**config.mk**
```make
export PLATFORM = sky130hd
export DESIGN_NAME = cp_core
export DESIGN_NICKNAME = d
export VERILOG_FILES = /design/src/design/cp_core_pkg.sv /design/src/design/cp_core.sv /design/src/design/execute_unit.sv /design/src/design/core_regs.sv /design/src/design/instr_decoder.sv /design/src/design/cycle_sequencer.sv
export SDC_FILE = /design/constraint.sdc
export NUM_CORES = 1
export LEC_CHECK = 0
export BUFFER_PORTS_ARGS = -buffer_cell sky130_fd_sc_hd__buf_2
export CAP_MARGIN = 20
export CORE_ASPECT_RATIO = 0.6
export CORE_MARGIN = 4
export CORE_UTILIZATION = 60
export DETAILED_ROUTE_END_ITERATION = 7
export HOLD_SLACK_MARGIN = 0.02
export PLACE_DENSITY = 0.93
export SYNTH_ARGS = -nofsm -noshare
export SYNTH_HDL_FRONTEND = slang
export SYNTH_SLANG_ARGS = --single-unit
```
**constraint.sdc**
```tcl
create_clock -name clk -period 8.45 [get_ports clk]
set_clock_uncertainty 0.15 [all_clocks]
set_input_delay 1.69 -clock clk [delete_from_list [all_inputs] [get_ports clk]]
set_output_delay 1.69 -clock clk [all_outputs]
set_load 0.02 [all_outputs]
```
**src/design/cp_core_pkg.sv**
```systemverilog
`default_nettype none

package cp_core_pkg;

    localparam int nibble_w = 4;
    localparam int opcode_w = 12;
    localparam int pc_w     = 12;
    localparam int index_w  = 8;

    // Instruction lengths in clock cycles
    localparam int ld_cycles = 5;
    localparam int cp_cycles = 7;

    // Opcode prefixes matched on the upper bits
    localparam logic [3:0] op_ld_y  = 4'h8;       // 8ee
    localparam logic [3:0] op_ld_x  = 4'hB;       // Bee
    localparam logic [7:0] op_cp_xh = 8'hA4;
    localparam logic [7:0] op_cp_xl = 8'hA5;
    localparam logic [7:0] op_cp_yh = 8'hA6;
    localparam logic [7:0] op_cp_yl = 8'hA7;
    localparam logic [5:0] op_cp_ri = 6'b110111;  // DC0..DFF
    localparam logic [5:0] op_ld_r  = 6'b111000;  // E00..E3F
    localparam logic [7:0] op_cp_rq = 8'hF0;      // F00..F0F

    // Operand codes for r and q
    localparam logic [1:0] opnd_a  = 2'd0;
    localparam logic [1:0] opnd_b  = 2'd1;
    localparam logic [1:0] opnd_mx = 2'd2;
    localparam logic [1:0] opnd_my = 2'd3;

    typedef enum logic [3:0] {
        ld_x, ld_y, ld_r,
        cp_xh, cp_xl, cp_yh, cp_yl,
        cp_ri, cp_rq,
        nop
    } op_kind_e;

    typedef struct packed {
        op_kind_e            kind;
        logic [1:0]          dst;
        logic [1:0]          src;
        logic [nibble_w-1:0] imm4;
        logic [index_w-1:0]  imm8;
    } decoded_t;

    typedef struct packed {
        logic                wr_a;
        logic                wr_b;
        logic                wr_x;
        logic                wr_y;
        logic [nibble_w-1:0] data4;
        logic [index_w-1:0]  data8;
    } reg_write_t;

    typedef struct packed {
        logic [nibble_w-1:0] a;
        logic [nibble_w-1:0] b;
        logic [index_w-1:0]  x;
        logic [index_w-1:0]  y;
    } reg_view_t;

    function automatic logic is_cp(input op_kind_e kind);
        return kind inside {cp_xh, cp_xl, cp_yh, cp_yl, cp_ri, cp_rq};
    endfunction

endpackage

`default_nettype wire
```
**src/design/cp_core.sv**
```systemverilog
`timescale 1ns/100ps
`default_nettype none

module cp_core (
    input  logic                                clk,
    input  logic                                reset,
    output logic [cp_core_pkg::pc_w-1:0]        rom_addr,
    input  logic [cp_core_pkg::opcode_w-1:0]    rom_data,
    output logic [cp_core_pkg::index_w-1:0]     ram_addr,
    input  logic [cp_core_pkg::nibble_w-1:0]    ram_rdata,
    output logic [cp_core_pkg::nibble_w-1:0]    ram_wdata,
    output logic                                ram_we,
    output logic                                carry,
    output logic                                zero,
    output logic                                instr_done
);

    logic                    fetch;
    logic                    last;
    cp_core_pkg::decoded_t   dec;
    cp_core_pkg::reg_write_t wr;
    cp_core_pkg::reg_view_t  view;

    cycle_sequencer seq (
        .clk   (clk),
        .reset (reset),
        .kind  (dec.kind),
        .fetch (fetch),
        .last  (last)
    );

    instr_decoder decoder (
        .clk      (clk),
        .reset    (reset),
        .fetch    (fetch),
        .rom_data (rom_data),
        .dec      (dec)
    );

    core_regs regs (
        .clk   (clk),
        .reset (reset),
        .last  (last),
        .wr    (wr),
        .view  (view),
        .pc    (rom_addr)  // Fetch straight from the PC
    );

    execute_unit exec (
        .clk       (clk),
        .reset     (reset),
        .last      (last),
        .dec       (dec),
        .view      (view),
        .ram_rdata (ram_rdata),
        .wr        (wr),
        .ram_addr  (ram_addr),
        .ram_wdata (ram_wdata),
        .ram_we    (ram_we),
        .carry     (carry),
        .zero      (zero)
    );

    assign instr_done = last;

endmodule

`default_nettype wire

```
**src/design/execute_unit.sv**
```systemverilog
`timescale 1ns/100ps
`default_nettype none

module execute_unit (
    input  logic                                clk,
    input  logic                                reset,
    input  logic                                last,
    input  cp_core_pkg::decoded_t               dec,
    input  cp_core_pkg::reg_view_t              view,
    input  logic [cp_core_pkg::nibble_w-1:0]    ram_rdata,
    output cp_core_pkg::reg_write_t             wr,
    output logic [cp_core_pkg::index_w-1:0]     ram_addr,
    output logic [cp_core_pkg::nibble_w-1:0]    ram_wdata,
    output logic                                ram_we,
    output logic                                carry,
    output logic                                zero
);

    logic [cp_core_pkg::nibble_w-1:0] mem_q;  // RAM nibble of the first operand
    logic [cp_core_pkg::nibble_w-1:0] op1;
    logic [cp_core_pkg::nibble_w-1:0] op2;
    logic [cp_core_pkg::index_w-1:0]  dst_addr;
    logic [cp_core_pkg::index_w-1:0]  src_addr;
    logic                             dst_is_mem;

    function automatic logic [cp_core_pkg::nibble_w-1:0] pick(
        input logic [1:0]                       code,
        input cp_core_pkg::reg_view_t           v,
        input logic [cp_core_pkg::nibble_w-1:0] mem
    );
        case (code)
            cp_core_pkg::opnd_a: pick = v.a;
            cp_core_pkg::opnd_b: pick = v.b;
            default:             pick = mem;  // MX or MY
        endcase
    endfunction

    assign dst_addr   = (dec.dst == cp_core_pkg::opnd_my) ? view.y : view.x;
    assign src_addr   = (dec.src == cp_core_pkg::opnd_my) ? view.y : view.x;
    assign dst_is_mem = (dec.dst == cp_core_pkg::opnd_mx) || (dec.dst == cp_core_pkg::opnd_my);

    // One RAM port reads r before the final cycle and q during it
    assign ram_addr = (last && dec.kind == cp_core_pkg::cp_rq) ? src_addr : dst_addr;

    always_ff @(posedge clk) begin
        if (!last) begin
            mem_q <= ram_rdata;
        end
    end

    always_comb begin
        case (dec.kind)
            cp_core_pkg::cp_xh: op1 = view.x[7:4];
            cp_core_pkg::cp_xl: op1 = view.x[3:0];
            cp_core_pkg::cp_yh: op1 = view.y[7:4];
            cp_core_pkg::cp_yl: op1 = view.y[3:0];
            default:            op1 = pick(dec.dst, view, mem_q);
        endcase
    end

    assign op2 = (dec.kind == cp_core_pkg::cp_rq) ? pick(dec.src, view, ram_rdata) : dec.imm4;

    // Unsigned compare with carry on borrow
    always_ff @(posedge clk) begin
        if (reset) begin
            carry <= 1'b0;
            zero  <= 1'b0;
        end else if (last && cp_core_pkg::is_cp(dec.kind)) begin
            carry <= (op1 < op2);
            zero  <= (op1 == op2);
        end
    end

    // Register writes land in core_regs at last
    assign wr.wr_a  = (dec.kind == cp_core_pkg::ld_r) && (dec.dst == cp_core_pkg::opnd_a);
    assign wr.wr_b  = (dec.kind == cp_core_pkg::ld_r) && (dec.dst == cp_core_pkg::opnd_b);
    assign wr.wr_x  = (dec.kind == cp_core_pkg::ld_x);
    assign wr.wr_y  = (dec.kind == cp_core_pkg::ld_y);
    assign wr.data4 = dec.imm4;
    assign wr.data8 = dec.imm8;

    assign ram_wdata = dec.imm4;
    assign ram_we    = last && (dec.kind == cp_core_pkg::ld_r) && dst_is_mem;

endmodule

`default_nettype wire

```
**src/design/core_regs.sv**
```systemverilog
`timescale 1ns/100ps
`default_nettype none

module core_regs (
    input  logic                         clk,
    input  logic                         reset,
    input  logic                         last,
    input  cp_core_pkg::reg_write_t      wr,
    output cp_core_pkg::reg_view_t       view,
    output logic [cp_core_pkg::pc_w-1:0] pc
);

    logic [cp_core_pkg::nibble_w-1:0] a;
    logic [cp_core_pkg::nibble_w-1:0] b;
    logic [cp_core_pkg::index_w-1:0]  x;
    logic [cp_core_pkg::index_w-1:0]  y;

    // All architectural state moves on the final cycle only
    always_ff @(posedge clk) begin
        if (reset) begin
            pc <= '0;
            a  <= '0;
            b  <= '0;
            x  <= '0;
            y  <= '0;
        end else if (last) begin
            pc <= pc + 1'b1;

            if (wr.wr_a) begin
                a <= wr.data4;
            end
            if (wr.wr_b) begin
                b <= wr.data4;
            end
            if (wr.wr_x) begin
                x <= wr.data8;
            end
            if (wr.wr_y) begin
                y <= wr.data8;
            end
        end
    end

    assign view.a = a;
    assign view.b = b;
    assign view.x = x;
    assign view.y = y;

endmodule

`default_nettype wire

```
**src/design/instr_decoder.sv**
```systemverilog
`timescale 1ns/100ps
`default_nettype none

module instr_decoder (
    input  logic                             clk,
    input  logic                             reset,
    input  logic                             fetch,
    input  logic [cp_core_pkg::opcode_w-1:0] rom_data,
    output cp_core_pkg::decoded_t            dec
);

    logic [cp_core_pkg::opcode_w-1:0] ir;

    always_ff @(posedge clk) begin
        if (reset) begin
            ir <= '0;  // Decodes as a no-op
        end else if (fetch) begin
            ir <= rom_data;
        end
    end

    always_comb begin
        dec      = '0;
        dec.kind = cp_core_pkg::nop;
        dec.imm4 = ir[3:0];
        dec.imm8 = ir[7:0];

        if (ir[11:8] == cp_core_pkg::op_ld_x) begin
            dec.kind = cp_core_pkg::ld_x;
        end else if (ir[11:8] == cp_core_pkg::op_ld_y) begin
            dec.kind = cp_core_pkg::ld_y;
        end else if (ir[11:4] == cp_core_pkg::op_cp_xh) begin
            dec.kind = cp_core_pkg::cp_xh;
        end else if (ir[11:4] == cp_core_pkg::op_cp_xl) begin
            dec.kind = cp_core_pkg::cp_xl;
        end else if (ir[11:4] == cp_core_pkg::op_cp_yh) begin
            dec.kind = cp_core_pkg::cp_yh;
        end else if (ir[11:4] == cp_core_pkg::op_cp_yl) begin
            dec.kind = cp_core_pkg::cp_yl;
        end else if (ir[11:6] == cp_core_pkg::op_cp_ri) begin
            dec.kind = cp_core_pkg::cp_ri;
            dec.dst  = ir[5:4];
        end else if (ir[11:6] == cp_core_pkg::op_ld_r) begin
            dec.kind = cp_core_pkg::ld_r;
            dec.dst  = ir[5:4];
        end else if (ir[11:4] == cp_core_pkg::op_cp_rq) begin
            dec.kind = cp_core_pkg::cp_rq;
            dec.dst  = ir[3:2];  // r
            dec.src  = ir[1:0];  // q
        end
    end

endmodule

`default_nettype wire

```
**src/design/cycle_sequencer.sv**
```systemverilog
`timescale 1ns/100ps
`default_nettype none

module cycle_sequencer (
    input  logic                  clk,
    input  logic                  reset,
    input  cp_core_pkg::op_kind_e kind,
    output logic                  fetch,
    output logic                  last
);

    typedef logic [$clog2(cp_core_pkg::cp_cycles)-1:0] cnt_t;

    cnt_t cnt;
    cnt_t cnt_next;
    cnt_t final_cnt;  // Index of the final cycle

    assign cnt_next = last ? '0 : cnt + 1'b1;

    // fetch and last come out of flops one cycle ahead of the count
    always_ff @(posedge clk) begin
        if (reset) begin
            cnt       <= '0;
            final_cnt <= cnt_t'(cp_core_pkg::ld_cycles - 1);
            fetch     <= 1'b1;  // First fetch right after reset
            last      <= 1'b0;
        end else begin
            cnt   <= cnt_next;
            fetch <= last;
            last  <= (cnt_next == final_cnt);

            // Decoded kind is valid from cycle 1
            if (cnt == cnt_t'(1)) begin
                if (cp_core_pkg::is_cp(kind)) begin
                    final_cnt <= cnt_t'(cp_core_pkg::cp_cycles - 1);
                end else begin
                    final_cnt <= cnt_t'(cp_core_pkg::ld_cycles - 1);
                end
            end
        end
    end

endmodule

`default_nettype wire

```
* Word-level counts from Yosys, hierarchy flattened
Index checks and enable logic that the tools add are counted.
** Operators by class
- Add/subtract/negate cells :: 2
- Multipliers :: 0
- Divide/modulo/power cells :: 0
- Order comparisons :: 1
- Equality and inequality tests :: 25
- Shifts and indexed selects :: 0
- Multiplexer cells :: 26
- Bitwise operators :: 0
- Reductions and logical operators :: 15
** Operators by type and width (number)
- $mux W4 :: 13
- $eq A8 B8 Y1 const B :: 5
- $mux W8 :: 3
- $eq A4 B3 Y1 const B :: 4
- $pmux W4 S2 :: 2
- $pmux W4 S4 :: 1
- $add A12 B1 Y12 const B :: 1
- $eq A4 B4 Y1 const B :: 3
- $eq A6 B6 Y1 const B :: 2
- $mux W6 :: 2
- $eq A4 B2 Y1 const B :: 2
- $reduce_and A2 Y1 :: 4
- $eq A2 B2 Y1 const B :: 3
- $logic_and A1 B1 Y1 :: 6
- $mux W2 :: 3
- $reduce_bool A6 Y1 :: 1
- $mux W5 :: 1
- $eq A2 B1 Y1 const B :: 2
- $eq A4 B1 Y1 const B :: 1
- $eq A4 B4 Y1 :: 1
- $logic_not A2 Y1 :: 2
- $logic_not A4 Y1 :: 1
- $lt A4 B4 Y1 :: 1
- $add A3 B1 Y3 const B :: 1
- other kinds (4) :: 4
** Word-level totals
- Bits in registers :: 62
- Latch bits :: 0
- Bits in writable memories :: 0
- ROM bits :: 0
- Bits of input ports :: 18
- Output and inout port bits :: 28
- Logic and storage cells :: 82
- Memories :: 0

* Longest topological paths before layout
- Depth in word-level cells :: 14
- Mapped depth :: 13
- Gate-level depth less buffers :: 11

* Cells and area by module
A second synthesis with hierarchy kept.
** Unflattened totals
- Cells, all modules :: 416
- Area total of the unflattened synthesis :: 3559.7 um^2
** By module, submodules not included
- core_regs :: instances 1, cells an instance 167, area each 1406.3 um^2, seq. area each 720.7 um^2
- execute_unit :: instances 1, cells an instance 148, area each 1196.1 um^2, seq. area each 160.2 um^2
- instr_decoder :: instances 1, cells an instance 77, area each 716.9 um^2, seq. area each 240.2 um^2
- cycle_sequencer :: instances 1, cells an instance 24, area each 240.2 um^2, seq. area each 120.1 um^2

* Least setup slack after synthesis
OpenSTA, ideal clock, no wires.
- Kind :: reg2out
- Start :: reg decoder.ir[4] (netlist bit)
- End :: out ram_addr[7] (netlist bit)
- Arrival time :: 2.061 ns
- Slack :: 4.549 ns
- Cell stages (with the launch flop) :: 8
- Cell sequence :: dfxtp_1 > buf_2 > or2_1 > or3_1 > buf_2 > or2_4 > a31oi_4 > mux2_1
** On the way
- Longest elaborated chain between the ends :: 13
** Ends and longest elaborated chain
- start, declared :: RTL line instr_decoder.sv:12 : logic [cp_core_pkg::opcode_w-1:0] ir;
- start signal, assigned :: RTL line instr_decoder.sv:18 : ir <= rom_data;
- $eq A8 B8 Y1 :: RTL line instr_decoder.sv:46 : end else if (ir[11:4] == cp_core_pkg::op_cp_rq) begin
- $mux W5 :: RTL line instr_decoder.sv:46
- $mux W6 / $mux W2 (equally long branches) :: RTL line instr_decoder.sv:43 : end else if (ir[11:6] == cp_core_pkg::op_ld_r) begin
- $mux W6 / $mux W2 (equally long branches) :: RTL line instr_decoder.sv:40 : end else if (ir[11:6] == cp_core_pkg::op_cp_ri) begin
- $mux W4 :: RTL line instr_decoder.sv:38 : end else if (ir[11:4] == cp_core_pkg::op_cp_yl) begin
- $mux W4 :: RTL line instr_decoder.sv:36 : end else if (ir[11:4] == cp_core_pkg::op_cp_yh) begin
- $mux W4 :: RTL line instr_decoder.sv:34 : end else if (ir[11:4] == cp_core_pkg::op_cp_xl) begin
- $mux W4 :: RTL line instr_decoder.sv:32 : end else if (ir[11:4] == cp_core_pkg::op_cp_xh) begin
- $mux W4 :: RTL line instr_decoder.sv:30 : end else if (ir[11:8] == cp_core_pkg::op_ld_y) begin
- $mux W4 :: RTL line instr_decoder.sv:28 : if (ir[11:8] == cp_core_pkg::op_ld_x) begin
- $eq A2 B2 Y1, or another cell as far along :: RTL line execute_unit.sv:38 : assign dst_addr = (dec.dst == cp_core_pkg::opnd_my) ? view.y : view.x;
- $mux W8, or another cell as far along :: RTL line execute_unit.sv:38
- $mux W8 * :: RTL line execute_unit.sv:43 : assign ram_addr = (last && dec.kind == cp_core_pkg::cp_rq) ? src_addr : dst_addr;
- end, declared :: RTL line cp_core.sv:9 : output logic [cp_core_pkg::index_w-1:0] ram_addr,
Every way passes the cells marked *; elsewhere a longest branch is shown, timed or not.

* Worst setup path after layout
- Start :: reg decoder.ir[6] (netlist bit)
- End :: out ram_addr[2] (netlist bit)
The elaborated chain is that of the path after synthesis.

==> reports/qor.yml <==
sta:
  period_share_pct: 56.0
  maxSlewViolCount: 0
  setup_viol: 0
  worst_pin_slew_ns: 0.984
  slew_headroom_pct: 34.4
  hold_viol_final: 0
  rsz0062_at_grt: "no"
  fin_crit_ns: 4.73
  max_freq_mhz: 211
  fin_setup_tns_ns: 0
floorplan:
  die-height_um: 66.1
  die_width_um: 105
  fp.dieArea_um2: 6920
  core_um2: 5260
  rows: 20
  start_util_pct: 64.2
  io_pins: 46
synth:
  synthAdderAreaFrac_pct: 2.60
  synth-seq-area-share_pct: 36.8
  synth_simple_gate_area_share_pct: 23.1
  synth_top_family_by_area: "simple AND/OR/NAND/NOR gates"
  synth_edf_count: 4
  ys.flop_type: "dfxtp_1"
  yosysTopAreaCell: "dfxtp_1"
  synth-compound-area-share_pct: 17.9
  ys_warn_count: 0
  synthDistinctLibCells: 60
  synth_top_area_share_pct: 33.2
  synth_area_per_cell_um2: 8.92
  synthTopCellsByArea: "dfxtp_1 33%, mux2i_1 6.2%, o21ai_0 5.2%"
  synth-xor-area-share_pct: 2.34
  synth_area_um2: 3370
  yosys_register_bits: 60
  syn_nets: 403
  async_flop_share_pct: 0
  synthMuxAreaShare_pct: 11.9
  synthCells: 378
run:
  drv_cap: 0
clock_tree:
  holdBufCountCts: 0
  cts_root_buf: "clkbuf_8"
  cts_tree: "built"
  cts_buffer_depth: 2
  post_cts_buffers: 0
  htree_num_levels: 3
  clkSinkCount: 60
  clock_latency_ns: 0.34
  cts.clk_slew.worst_paths_ns: 0.06
  numCtsBuffers: 9
  ctsResizeCount: 0
setup_path:
  slowest_stage: "or3_1"
  max_stage_delay_ns: 0.60
  start_kind: "flip-flop"
  critPathBufInv: 1
  end_kind: "primary output"
  cp.required_ns: 6.61
  cp.arrival_ns: 2.89
  crit_path_max_fanout: 12
  crit_chain: "nand3b_1 > or3_1 > or2_4 > a31oi_4 > mux2_2 > buf_2"
  cp_top_family: "simple AND/OR/NAND/NOR gates"
  worstSetupPathType: "flip-flop to primary output"
final_layout:
  num_antenna_cells: 0
  area_growth_pct: 10.6
  nFillCells: 390
  layout.cells.non_filler: 472
  seqCellArea_um2: 1240
  finish.utilization_pct: 71.0
  nets: 427
  multiInputGateArea_um2: 1950
  layout-drive-gt1-share_pct: 20.2
grt:
  gr-total-overflow: 0
  track_usage_pct: 26.5
  grt_pass1_wl_um: 14500
  grt_max_degree: 59
  grt_pass1_vias: 2934
  grt_antenna_before_repair: 0
placement:
  numPlacedInstances: 457
  detailed_place_hpwl_um: 6020
  io_buffer_count: 45
  gp_congestion: 0.922
power:
  leakage_nw: 1.44
  power_density_nw_per_um2: 165
  ir_drop_v: 0.000110
  power_mw: 0.616
drt:
  route.vias.total: 3160
  wl_um: 8900
  drt-initial-drc-count: 419
  via_per_inst: 6.69
  antenna_left: 0
  drc_errors: 0
  wl_per_cell_um: 18.9
  firstDrtPassIters: 7
run_status:
  status: "completed"
hold_path:
  hold_class: "flip-flop to flip-flop"
## stage by stage
step	setup slack [ns]	hold slack, ns	instance area [um2]
final	3.72	0.331	3730
after detailed placement	4.13	0.322	3530
after floorplan	4.55	0.290	3370
after global placement	4.23	0.305	3530
after CTS	3.75	0.338	3730
after global routing	3.49	0.357	3730
## flip-flops by register name, indices dropped and copies added (netlist names)
register	cells
regs.b	4
exec.carry	1
exec.mem_q	4
decoder.ir	12
seq.final_cnt	1
regs.a	4
regs.x	8
regs.y	8
seq.cnt	3
regs.pc	12
seq.last	1
exec.zero	1
seq.fetch	1
## kinds of logic after synthesis
| kind of cell | count (synthesis) |
|---|---|
| AOI/OAI and AO/OA | 93 |
| buffers and inverters | 38 |
| adders and majority gates | 7 |
| and+or+nand+nor | 137 |
| muxes | 34 |
| DFF | 60 |
| xor gates and xnor gates | 9 |
## cells in the mapped netlist (all sizes together) (2+ instances only)
library cell / number
a2111oi: 2
a21oi: 33
and2: 2
and3: 6
and3b: 3
and4: 2
buf: 18
clkbuf: 15
dfxtp: 56
edfxtp: 4
ha: 7
inv: 5
mux2: 9
mux2i: 21
mux4: 4
nand2: 10
nand2b: 13
nand3: 28
nand3b: 4
nand4: 10
nor2: 31
nor2b: 5
nor3: 3
nor3b: 4
nor4b: 2
o211a: 2
o211ai: 4
o21a: 2
o21ai: 35
o221ai: 2
o31ai: 4
or2: 3
or3: 5
xnor2: 4
xor2: 5
## path summary, 6_finish.rpt
kind,start,to,slack (ns),depth (start not counted)
setup / recovery,decoder.ir[6],ram_addr[2],3.72,6
hold / removal,seq.cnt[0],seq.cnt[0],0.33,1
setup reg to reg,decoder.ir[6],regs.a[2],5.26,5
hold reg to reg,seq.cnt[0],seq.cnt[0],0.33,1
## cell usage in the layout, fill, tap and decap left out, types with 5 or more instances in the layout
cell type / instances
mux2i_1: 21
and3_1: 6
ha_1: 7
nand3_1: 28
a21oi_1: 33
inv_1: 5
dfxtp_1: 56
o21ai_0: 35
buf_2: 45
nand4_1: 10
nor2_1: 31
xor2_1: 5
or3_1: 5
nor2b_1: 5
clkbuf_8: 12
nand2b_1: 13
nand2_1: 9
mux2_2: 7
## cell type report
cell class / instances / area share, %
Multi-Input combinational cell: 280 / 52.3
Clock buffer: 14 / 4.63
Inverter: 5 / 0.503
Timing Repair Buffer: 46 / 6.24
Sequential cell: 60 / 33.3
Tap cell: 66 / 2.21
Clock inverter: 1 / 0.805
## per-layer routing
metal	vias to the layer above	routed length [um]	global-route usage [%]	part of all wire, %
li1	1424	-	-	-
met2	228	3970	40.5	45
met3	42	1140	9.76	13
met1	1466	3580	34.8	40
met5	-	0	0	0
met4	0	206	8.84	2.3
## report_power, final
group / leakage [nW] / switching (mW) / internal (mW) / total (mW)
logic: 0.840 / 0.0218 / 0.0198 / 0.0416
clock network: 0.103 / 0.106 / 0.159 / 0.265
registers: 0.497 / 0.0163 / 0.293 / 0.309
Note: power is estimated with default switching activity, not from simulation.
